### src/hw/mips_isa_pkg.sv
package mips_isa_pkg;

    // major opcodes of the supported subset.
    typedef enum logic [5:0] {
        OP_SPECIAL = 6'h00,
        OP_BEQ     = 6'h04,
        OP_BNE     = 6'h05,
        OP_ADDIU   = 6'h09,
        OP_LUI     = 6'h0f,
        OP_LW      = 6'h23,
        OP_SW      = 6'h2b
    } opcode_e;

    // r-type function codes.
    typedef enum logic [5:0] {
        F_JR   = 6'h08,
        F_ADDU = 6'h21,
        F_SUBU = 6'h23,
        F_AND  = 6'h24,
        F_OR   = 6'h25,
        F_SLT  = 6'h2a
    } funct_e;

    typedef enum logic [2:0] {
        ALU_ADD,
        ALU_SUB,
        ALU_AND,
        ALU_OR,
        ALU_SLT,
        ALU_LUI
    } alu_op_e;

    typedef struct packed {
        logic [4:0] rd;
        logic [4:0] shamt;
        logic [5:0] funct;
    } r_fields_t;

    // the low half is either r-type fields or the 16-bit immediate.
    typedef union packed {
        r_fields_t   r;
        logic [15:0] imm16;
    } instr_lo_t;

    typedef struct packed {
        logic [5:0] opcode;
        logic [4:0] rs;
        logic [4:0] rt;
        instr_lo_t  lo;
    } instr_t;

    typedef struct packed {
        alu_op_e alu_op;
        logic    b_is_imm;
        logic    imm_zero_ext;
        logic    reg_write;
        logic    dst_is_rt;
        logic    mem_read;
        logic    mem_write;
        logic    is_branch;
        logic    branch_ne;
        logic    is_jr;
    } ctrl_t;

    // unknown encodings decode to a nop.
    function automatic ctrl_t decode(instr_t i);
        ctrl_t c;
        c = '0;
        case (i.opcode)
            OP_SPECIAL: begin
                c.reg_write = 1'b1;
                case (i.lo.r.funct)
                    F_ADDU:  c.alu_op = ALU_ADD;
                    F_SUBU:  c.alu_op = ALU_SUB;
                    F_AND:   c.alu_op = ALU_AND;
                    F_OR:    c.alu_op = ALU_OR;
                    F_SLT:   c.alu_op = ALU_SLT;
                    F_JR: begin
                        c.reg_write = 1'b0;
                        c.is_jr = 1'b1;
                    end
                    default: c.reg_write = 1'b0;
                endcase
            end
            OP_ADDIU: begin
                c.b_is_imm = 1'b1;
                c.reg_write = 1'b1;
                c.dst_is_rt = 1'b1;
            end
            OP_LUI: begin
                c.alu_op = ALU_LUI;
                c.b_is_imm = 1'b1;
                c.imm_zero_ext = 1'b1;
                c.reg_write = 1'b1;
                c.dst_is_rt = 1'b1;
            end
            OP_BEQ: c.is_branch = 1'b1;
            OP_BNE: begin
                c.is_branch = 1'b1;
                c.branch_ne = 1'b1;
            end
            OP_LW: begin
                c.b_is_imm = 1'b1;
                c.reg_write = 1'b1;
                c.dst_is_rt = 1'b1;
                c.mem_read = 1'b1;
            end
            OP_SW: begin
                c.b_is_imm = 1'b1;
                c.mem_write = 1'b1;
            end
            default: c = '0;
        endcase
        return c;
    endfunction

endpackage

### src/hw/avalon_pkg.sv
package avalon_pkg;

    parameter int ADDR_W = 32;
    parameter int DATA_W = 32;

    // master side of an avalon-mm transfer, held until waitrequest is low.
    typedef struct packed {
        logic [ADDR_W-1:0]   address;
        logic                read;
        logic                write;
        logic [DATA_W-1:0]   writedata;
        logic [DATA_W/8-1:0] byteenable;
    } avalon_req_t;

endpackage

### src/hw/cpu_control_fsm.sv
module cpu_control_fsm
    import mips_isa_pkg::*;
    import avalon_pkg::*;
(
    input  logic              clk,
    input  logic              rst_n,
    input  logic              waitrequest,
    input  logic [DATA_W-1:0] readdata,
    input  logic [31:0]       pc,
    input  logic [31:0]       alu_result,
    input  logic [31:0]       rt_data,
    input  logic              halting,
    output avalon_req_t       bus,
    output instr_t            instr,
    output ctrl_t             ctrl,
    output logic              ir_load,
    output logic              pc_advance,
    output logic              reg_we,
    output logic              load_sel,
    output logic              active
);

    typedef enum logic [1:0] {
        FETCH,
        EXEC,
        MEM,
        DONE
    } state_e;

    state_e state;
    logic   fetch_armed;
    logic   mem_access;

    // keeps the bus idle for the first cycle out of reset.
    always_ff @(posedge clk) begin
        if (!rst_n) begin
            fetch_armed <= 1'b0;
        end else begin
            fetch_armed <= 1'b1;
        end
    end

    assign mem_access = ctrl.mem_read | ctrl.mem_write;
    assign ir_load    = (state == FETCH) && fetch_armed && !waitrequest;
    assign load_sel   = (state == MEM);
    assign active     = (state != DONE);

    // alu ops retire in exec, loads and stores when the data transfer ends.
    assign pc_advance = ((state == EXEC) && !mem_access) || ((state == MEM) && !waitrequest);
    assign reg_we = ((state == EXEC) && ctrl.reg_write && !ctrl.mem_read)
                 || ((state == MEM) && ctrl.mem_read && !waitrequest);

    always_comb begin
        bus = '0;
        bus.byteenable = '1;
        case (state)
            FETCH: begin
                bus.read    = fetch_armed;
                bus.address = pc;
            end
            MEM: begin
                bus.read      = ctrl.mem_read;
                bus.write     = ctrl.mem_write;
                bus.address   = alu_result;
                bus.writedata = rt_data;
            end
            default: bus.read = 1'b0;
        endcase
    end

    always_ff @(posedge clk) begin
        if (!rst_n) begin
            state <= FETCH;
            ctrl  <= '0;
        end else begin
            case (state)
                FETCH: begin
                    if (ir_load) begin
                        ctrl  <= decode(instr_t'(readdata));
                        state <= EXEC;
                    end
                end
                EXEC: begin
                    if (mem_access) begin
                        state <= MEM;
                    end else begin
                        state <= halting ? DONE : FETCH;
                    end
                end
                MEM: begin
                    if (!waitrequest) begin
                        state <= halting ? DONE : FETCH;
                    end
                end
                default: state <= DONE;
            endcase
        end
    end

    always_ff @(posedge clk) begin
        if (ir_load) begin
            instr <= instr_t'(readdata);
        end
    end

    a_rd_wr_excl: assert property (@(posedge clk) disable iff (!rst_n)
        !(bus.read && bus.write));

    a_req_hold: assert property (@(posedge clk) disable iff (!rst_n)
        (bus.read || bus.write) && waitrequest |=> $stable(bus));

    // once stopped, only a reset starts the cpu again.
    a_halt_sticky: assert property (@(posedge clk) disable iff (!rst_n)
        !active |=> !active);

endmodule

### src/hw/pc_sequencer.sv
module pc_sequencer #(
    parameter logic [31:0] RESET_VECTOR = 32'h0000_0004
) (
    input  logic        clk,
    input  logic        rst_n,
    input  logic        pc_advance,
    input  logic        branch_taken,
    input  logic        is_jr,
    input  logic [31:0] branch_target,
    output logic [31:0] pc,
    output logic        halting
);

    logic [31:0] pending_pc;
    logic        pending_valid;
    logic        halt_pending;
    logic        redirect;

    assign redirect = branch_taken | is_jr;

    // the delay slot runs from pc + 4, the target is applied one advance later.
    always_ff @(posedge clk) begin
        if (!rst_n) begin
            pc            <= RESET_VECTOR;
            pending_valid <= 1'b0;
            halt_pending  <= 1'b0;
        end else if (pc_advance) begin
            pc            <= pending_valid ? pending_pc : pc + 32'd4;
            pending_valid <= redirect;
            halt_pending  <= is_jr && (branch_target == 32'd0);
        end
    end

    always_ff @(posedge clk) begin
        if (pc_advance && redirect) begin
            pending_pc <= branch_target;
        end
    end

    // high while the delay slot of jr to zero is in flight, so it is the last one.
    assign halting = halt_pending;

    a_pc_aligned: assert property (@(posedge clk) disable iff (!rst_n)
        pc[1:0] == 2'b00);

endmodule

### src/hw/register_file.sv
module register_file (
    input  logic        clk,
    input  logic        rst_n,
    input  logic        we,
    input  logic [4:0]  ra,
    input  logic [4:0]  rb,
    input  logic [4:0]  wa,
    input  logic [31:0] wd,
    output logic [31:0] rs_data,
    output logic [31:0] rt_data,
    output logic [31:0] v0
);

    logic [31:0] regs [32];

    // $zero is never written, so it reads back as zero after reset.
    always_ff @(posedge clk) begin
        if (!rst_n) begin
            for (int i = 0; i < 32; i++) begin
                regs[i] <= '0;
            end
        end else if (we && (wa != 5'd0)) begin
            regs[wa] <= wd;
        end
    end

    assign rs_data = regs[ra];
    assign rt_data = regs[rb];

    // v0 is register 2.
    assign v0 = regs[2];

endmodule

### src/hw/alu_branch_unit.sv
module alu_branch_unit
    import mips_isa_pkg::*;
(
    input  ctrl_t       ctrl,
    input  instr_t      instr,
    input  logic [31:0] pc,
    input  logic [31:0] rs_data,
    input  logic [31:0] rt_data,
    output logic [31:0] result,
    output logic        branch_taken,
    output logic [31:0] branch_target
);

    logic [31:0] imm_sext;
    logic [31:0] imm_ext;
    logic [31:0] op_b;
    logic        rs_eq_rt;

    assign imm_sext = {{16{instr.lo.imm16[15]}}, instr.lo.imm16};
    assign imm_ext  = ctrl.imm_zero_ext ? {16'd0, instr.lo.imm16} : imm_sext;
    assign op_b     = ctrl.b_is_imm ? imm_ext : rt_data;

    always_comb begin
        case (ctrl.alu_op)
            ALU_ADD: result = rs_data + op_b;
            ALU_SUB: result = rs_data - op_b;
            ALU_AND: result = rs_data & op_b;
            ALU_OR:  result = rs_data | op_b;
            ALU_SLT: result = {31'd0, $signed(rs_data) < $signed(op_b)};
            ALU_LUI: result = {op_b[15:0], 16'd0};
            default: result = rs_data + op_b;
        endcase
    end

    assign rs_eq_rt     = (rs_data == rt_data);
    assign branch_taken = ctrl.is_branch && (rs_eq_rt != ctrl.branch_ne);

    // offset is relative to the delay slot address.
    assign branch_target = ctrl.is_jr ? rs_data : pc + 32'd4 + {imm_sext[29:0], 2'b00};

endmodule

### src/hw/mips_cpu_top.sv
module mips_cpu_top
    import mips_isa_pkg::*;
    import avalon_pkg::*;
#(
    parameter logic [31:0] RESET_VECTOR = 32'h0000_0004
) (
    input  logic              clk,
    input  logic              rst_n,
    input  logic              waitrequest,
    input  logic [DATA_W-1:0] readdata,
    output avalon_req_t       bus,
    output logic              active,
    output logic [31:0]       register_v0
);

    instr_t      instr;
    ctrl_t       ctrl;
    logic        pc_advance;
    logic        reg_we;
    logic        load_sel;
    logic [31:0] pc;
    logic        halting;
    logic [31:0] alu_result;
    logic        branch_taken;
    logic [31:0] branch_target;
    logic [31:0] rs_data;
    logic [31:0] rt_data;
    logic [4:0]  wa;
    logic [31:0] wd;

    assign wa = ctrl.dst_is_rt ? instr.rt : instr.lo.r.rd;
    assign wd = load_sel ? readdata : alu_result;

    cpu_control_fsm u_ctrl (
        .clk         (clk),
        .rst_n       (rst_n),
        .waitrequest (waitrequest),
        .readdata    (readdata),
        .pc          (pc),
        .alu_result  (alu_result),
        .rt_data     (rt_data),
        .halting     (halting),
        .bus         (bus),
        .instr       (instr),
        .ctrl        (ctrl),
        .ir_load     (),
        .pc_advance  (pc_advance),
        .reg_we      (reg_we),
        .load_sel    (load_sel),
        .active      (active)
    );

    pc_sequencer #(
        .RESET_VECTOR (RESET_VECTOR)
    ) u_pc (
        .clk           (clk),
        .rst_n         (rst_n),
        .pc_advance    (pc_advance),
        .branch_taken  (branch_taken),
        .is_jr         (ctrl.is_jr),
        .branch_target (branch_target),
        .pc            (pc),
        .halting       (halting)
    );

    register_file u_regs (
        .clk     (clk),
        .rst_n   (rst_n),
        .we      (reg_we),
        .ra      (instr.rs),
        .rb      (instr.rt),
        .wa      (wa),
        .wd      (wd),
        .rs_data (rs_data),
        .rt_data (rt_data),
        .v0      (register_v0)
    );

    alu_branch_unit u_alu (
        .ctrl          (ctrl),
        .instr         (instr),
        .pc            (pc),
        .rs_data       (rs_data),
        .rt_data       (rt_data),
        .result        (alu_result),
        .branch_taken  (branch_taken),
        .branch_target (branch_target)
    );

endmodule

### config.mk
export PLATFORM = sky130hd
export DESIGN_NAME = mips_cpu_top
export DESIGN_NICKNAME = d
export VERILOG_FILES = /design/src/hw/mips_isa_pkg.sv /design/src/hw/avalon_pkg.sv /design/src/hw/cpu_control_fsm.sv /design/src/hw/pc_sequencer.sv /design/src/hw/register_file.sv /design/src/hw/alu_branch_unit.sv /design/src/hw/mips_cpu_top.sv
export SDC_FILE = /design/constraint.sdc
export NUM_CORES = 2
export LEC_CHECK = 0
export BUFFER_PORTS_ARGS = -buffer_cell sky130_fd_sc_hd__clkbuf_2
export CAP_MARGIN = 20
export CORE_MARGIN = 2
export CORE_UTILIZATION = 55
export CTS_CLUSTER_DIAMETER = 40
export CTS_CLUSTER_SIZE = 28
export DETAILED_ROUTE_END_ITERATION = 8
export PLACE_DENSITY = 0.72
export SLEW_MARGIN = 40
export SYNTH_ARGS = -nofsm -noshare
export SYNTH_HDL_FRONTEND = slang
export SYNTH_SLANG_ARGS = --single-unit
### constraint.sdc
create_clock -name clk -period 7.8 [get_ports clk]
set_clock_uncertainty 0.1 [all_clocks]
set_input_delay 2.34 -clock clk [delete_from_list [all_inputs] [get_ports clk]]
set_output_delay 2.34 -clock clk [all_outputs]
set_load 0.05 [all_outputs]
# == Word-level counts from Yosys, hierarchy flattened ==
# Memory sizes are Yosys's and may differ from the RTL's. A register that Yosys moved wholly into a read port is not among the register bits.
# Cells that the tools add are included.
# op_classes
muxes,38
reduce_logical,28
magnitude_cmp,1
eq_ne,24
n_bitwise,4
add_sub_neg,4
# op_table
operator,n
$mux 32,6
$pmux 32 s5,1
$add 32x32->32,2
$pmux 32 s2,1
$eq 6x6->1 const B,7
$mux 33,1
$add 32x3->32 const B,1
$and 32x32->32,1
$eq 32x32->1,1
$logic_not 32->1,1
$lt 32x32->1,1
$or 32x32->32,1
$reduce_or 32->1,1
$sub 32x32->32,1
$mux 5,4
$eq 6x4->1 const B,3
$mux 1,16
$eq 6x3->1 const B,2
$logic_and 1x1->1,12
$pmux 3 s4,1
$mux 2,4
$eq 3x2->1 const B,2
$eq 3x3->1 const B,2
$logic_not 6->1,1
19 further kinds,26
# word_totals
memories,1
ff_bits,107
wordCells,119
out_inout_bits,103
ramBits,1024
input_bits,35
# memory_table
memory,depth,width,rd,rd_clocked_by_memory_dff,wr,line,source
u_regs.regs,32,32,3,2,32,register_file.sv:14,logic [31:0] regs [32];

# == Logic depth before layout (Yosys ltp) ==
# depth
ltp_word,10
depth_mapped,26
depth_no_buf,21

# == Hierarchy ==
# From an unflattened synthesis, not the netlist that was laid out.
# unflattened
hier_cells,6315
area_unflattened_um2,69511.7
# modules_own_cells
mod,instances,seq_area_each_um2,area_per_inst_um2,cells_per_inst
register_file,1,30749.5,55613.3,4609
alu_branch_unit,1,0.0,7606.0,1098
pc_sequencer,1,1641.6,3178.0,320
cpu_control_fsm,1,1261.2,2513.7,247
mips_cpu_top,1,0.0,600.6,41

# == Worst setup path before layout ==
# Ideal clock, no wire load.
# synth_path
path_kind,register to output
start,reg with a tool-made name
end,out bus[66] in the netlist's numbering
stages_incl_launch_ff,24
path_buffers,5
required_time_ps,5360
path_slack_ps,-600
arrival_time_ps,5960
path_cell_list,dfxtp_1 -> buf_2 -> buf_4 -> buf_2 -> buf_4 -> buf_4 -> mux4_2 -> a221oi_1 -> o211ai_1 -> mux2i_1 -> inv_1 -> ha_1 -> fa_1 -> a21oi_1 -> o21bai_1 -> a21oi_1 -> o31ai_1 -> a21oi_1 -> o21a_1 -> o21ai_1 -> o21a_1 -> a211oi_1 -> nor3_1 -> a211oi_1
# synth_rtl
element,line,source
"end, declared",mips_cpu_top.sv:11,"output avalon_req_t bus,"

==> flow_summary.yaml <==
cells_and_area:
  final_nets: 6697
  fin_util_pct: 70.7
  syn_to_final_growth_pct: 27.0
  drive_gt1_share_pct: 34.8
pwr:
  seq_power_share_pct: 31.7
  power_mw: 22.3
  clockPowerShare_pct: 33.1
  power.switching_mw: 8.07
  switching_share_pct: 36.2
  p_leak_nw: 32.5
  intPower_mw: 14.2
  p_per_area_mw_per_mm2: 262
  pwr-share-comb_pct: 35.2
  ir_worst_vdd_uv: 306
worst_setup_path:
  cp_max_fo: 16
  crit_chain: "buf_12 > buf_12 > buf_4 > buf_6 > buf_4 > mux4_2 > mux2i_1 > o22ai_1 > a221oi_2 > buf_4 > inv_1 > buf_4 > ha_1 > a21o_1 > a21oi_2 > o31ai_2 > a221oi_4 > o21ai_4 > a311oi_2 > o21ai_2 > mux2i_1 > nor2_1 > a211oi_2 > clkbuf_16"
  crit_path_max_incr_delay_ns: 0.41
  slowest_stage: "a211oi_2"
  crit_family: "compound AO/OA/AOI/OAI gates"
  crit-reg2reg-capture: "u_pc.halting$_SDFFE_PN0P_"
  rr_worst_depth: 22
  crit_required_ns: 5.36
  worstSetupEndpointType: "output port"
  cp_num_buf_inv: 9
  path_common_cell: "buf_4"
  path_class: "flip-flop to output port"
  cp.arrival_ns: 6.18
  timing.rr.start: "u_pc.pc[2]$_SDFFE_PN1P_"
  rrSetupSlack_ns: 1.15
  start_kind: "flip-flop"
placement:
  io_buffer_count: 133
  hpwlAfterDp_um: 201000
  pre_cts_ws_ns: -0.888
  gp_congestion: 1.02
run_status:
  violations: "setup timing"
  outcome: "finished with violations"
sta:
  rsz0062_at_grt: "yes"
  maxSlewHeadroom_pct: 32.9
  max_freq_mhz: 116
  final.min_clock_period_ns: 8.62
  fin_ws_ns: -0.822
  tightest_slew_ns: 1.01
  final_max_slew_viol_count: 0
  setup_viol: 26
  fin_crit_sh_pct: 111
  finalHoldViolCount: 0
clock_tree:
  cts.clk_slew.worst_paths_ns: 0.06
  clock_latency_ns: 0.84
  cts_buffers: 157
  cts_tree: "built"
  clock_path_buffers: 3
  h-tree-depth: 4
  root_buffer: "clkbuf_16"
  cts.sinks: 1141
grt:
  grt_pass1_wl_um: 423000
  overflow: 0
  grt_max_degree: 61
  track_usage_pct: 48.4
  antenna_found_initial: 9
  grt_pass1_vias: 57633
detailed_routing:
  via_count: 59691
  post_drt_wl_per_cell_um: 37.1
  drt_iter0_drc: 10933
  drtPass1Iterations: 7
  wirelength_um: 308000
  drc: 0
  ant_nets: 0
  viasPerCell: 7.21
floorplanning:
  coreArea_mm2: 0.120
  die_width_um: 353
  die-area_mm2: 0.124
  start_util_pct: 55.6
  rows: 127
  io_pins: 138
  die_h_um: 353
yosys:
  synth-seq-area-share_pct: 50.3
  yosys-top-cells-area: "edfxtp_1 (49%), mux4_2 (12%), nor2_1 (6.2%), mux2i_1 (5.5%), ha_1 (2.4%)"
  synthCells: 5719
  synth_largest_area_cell: "edfxtp_1"
  synth_edf_count: 1082
  ys_top_cells_by_count: "nor2_1 (1107), edfxtp_1 (1082), mux2i_1 (366)"
  async_flop_share_pct: 0
  synth_area_mm2: 0.0669
  synth_top_area_share_pct: 48.6
  synthDistinctLibCells: 110
  ys_ff_latch: 1141
  synth_flop_cell: "edfxtp_1"
  yosysMostFrequentCell: "nor2_1"
  synth_warnings: 0
  avgSynthCellArea_um2: 11.7
job:
  cap_viol_max_count: 0
worst_hold_path:
  hp-class: "flip-flop to flip-flop"
  min_from: "u_ctrl.instr[21]$_DFFE_PP_"
  min_path_cells: 2
==> layout make-up <==
type	instances	area (um2)
Fill cell	8290	35300
Sequential cell	1141	33700
Multi-Input combinational cell	3956	33000
Timing Repair Buffer	1140	10400
Clock buffer	178	4180
Tap cell	1612	2020
Clock inverter	112	1200
Inverter	137	536
Antenna cell	8	20.0
==> power groups by stage <==
stage / registers [mW] / clock network [mW] / logic, mW
after global routing: 7.07 / 7.58 / 8.01
after detailed placement: 7.18 / 0 / 6.38
after floorplan: 7.12 / 0 / 3.44
final: 7.07 / 7.38 / 7.84
after global placement: 7.17 / 0 / 6.33
after CTS: 7.05 / 7.34 / 7.15
==> cell families (layout without fill, tap and decap cells) <==
kind of cell               after synthesis  in the layout  share of synthesized area [%]
muxes                                  753            753                           18.1
and+or+nand+nor                       1987           1987                           13.1
buffers and inverters                  656           1567                           4.82
xor gates and xnor gates                85             85                           1.11
DFF                                   1141           1141                           50.3
AOI/OAI and AO/OA                      966            966                           10.1
other                                    2             44                         0.0112
adders and majority gates              129            129                           2.45
==> how the worst max path moves through the flow <==
stage / cells after the start / start / end / slack, ns
2_1_floorplan: 23 / flip-flop / bus[66] / -0.14
3_3_place_gp: 22 / flip-flop / bus[66] / -0.84
3_5_place_dp: 23 / flip-flop / bus[66] / -0.89
4_1_cts: 22 / flip-flop / bus[66] / -0.52
5_1_grt: 24 / flip-flop / bus[66] / -0.83
6_report: 24 / flip-flop / bus[69] / -0.82
==> through the flow <==
stage	std cells	hold slack, ns	setup TNS [ns]	instance area [um2]
after floorplan	5753	0.315	-0.137	67100
after global placement	7784	0.328	-6.49	74700
after detailed placement	7787	0.342	-7.60	74900
after CTS	8201	0.356	-6.43	83500
after global routing	8276	0.376	-13.05	85000
final	8284	0.357	-11.77	85000
==> worst register-to-register path, delay by kind of cell (launching register included) <==
family	cells	cell delay [ns]
AO/OA/AOI/OAI	5	1.05
XOR/XNOR	2	0.40
adder cells (fa/ha/maj)	2	0.62
buffers and inverters	3	0.67
flip-flops	1	0.46
AND/OR/NAND/NOR	10	3.26
==> layout by cell type, fill, tap and decap left out, types with 64 or more instances in the layout <==
| cell type | instances |
|---|---|
| nand2_1 | 223 |
| o21ai_0 | 85 |
| edfxtp_1 | 1082 |
| buf_6 | 74 |
| clkbuf_16 | 170 |
| clkbuf_2 | 105 |
| buf_12 | 98 |
| ha_1 | 86 |
| nor2_1 | 1075 |
| a22oi_1 | 73 |
| o22ai_1 | 76 |
| nand3_1 | 64 |
| a21oi_1 | 160 |
| inv_1 | 116 |
| buf_4 | 822 |
| mux2i_1 | 358 |
| nor3_1 | 196 |
| mux4_2 | 359 |
==> sequential cells by signal (all words and copies together) (netlist names), named ones only <==
name                cells
u_ctrl.fetch_armed      1
u_pc.pending_pc        32
u_regs.regs          1024
u_pc.pending_valid      1
u_ctrl.instr           26
u_pc.halting            1
u_ctrl.state            2
u_pc.pc                32
u_ctrl.ctrl            12
==> per-layer routing <==
layer  share of wire, %  track usage [%]  wire, um
met3                 17             20.7     51000
met4                 10             39.1     31600
met5               0.15             1.81       452
met2                 42             70.3    130000
met1                 31             55.9     94600
==> repair_timing <==
item | CTS | global route
gates cloned | 9 | 0
hold buffers | 0 | 0
pin swaps | 154 | 128
endpoints found under the setup margin | 29 | 29
setup buffers | 126 | 87
resized for setup | 415 | 185
No activity file was read; power rests on OpenSTA's default activity.
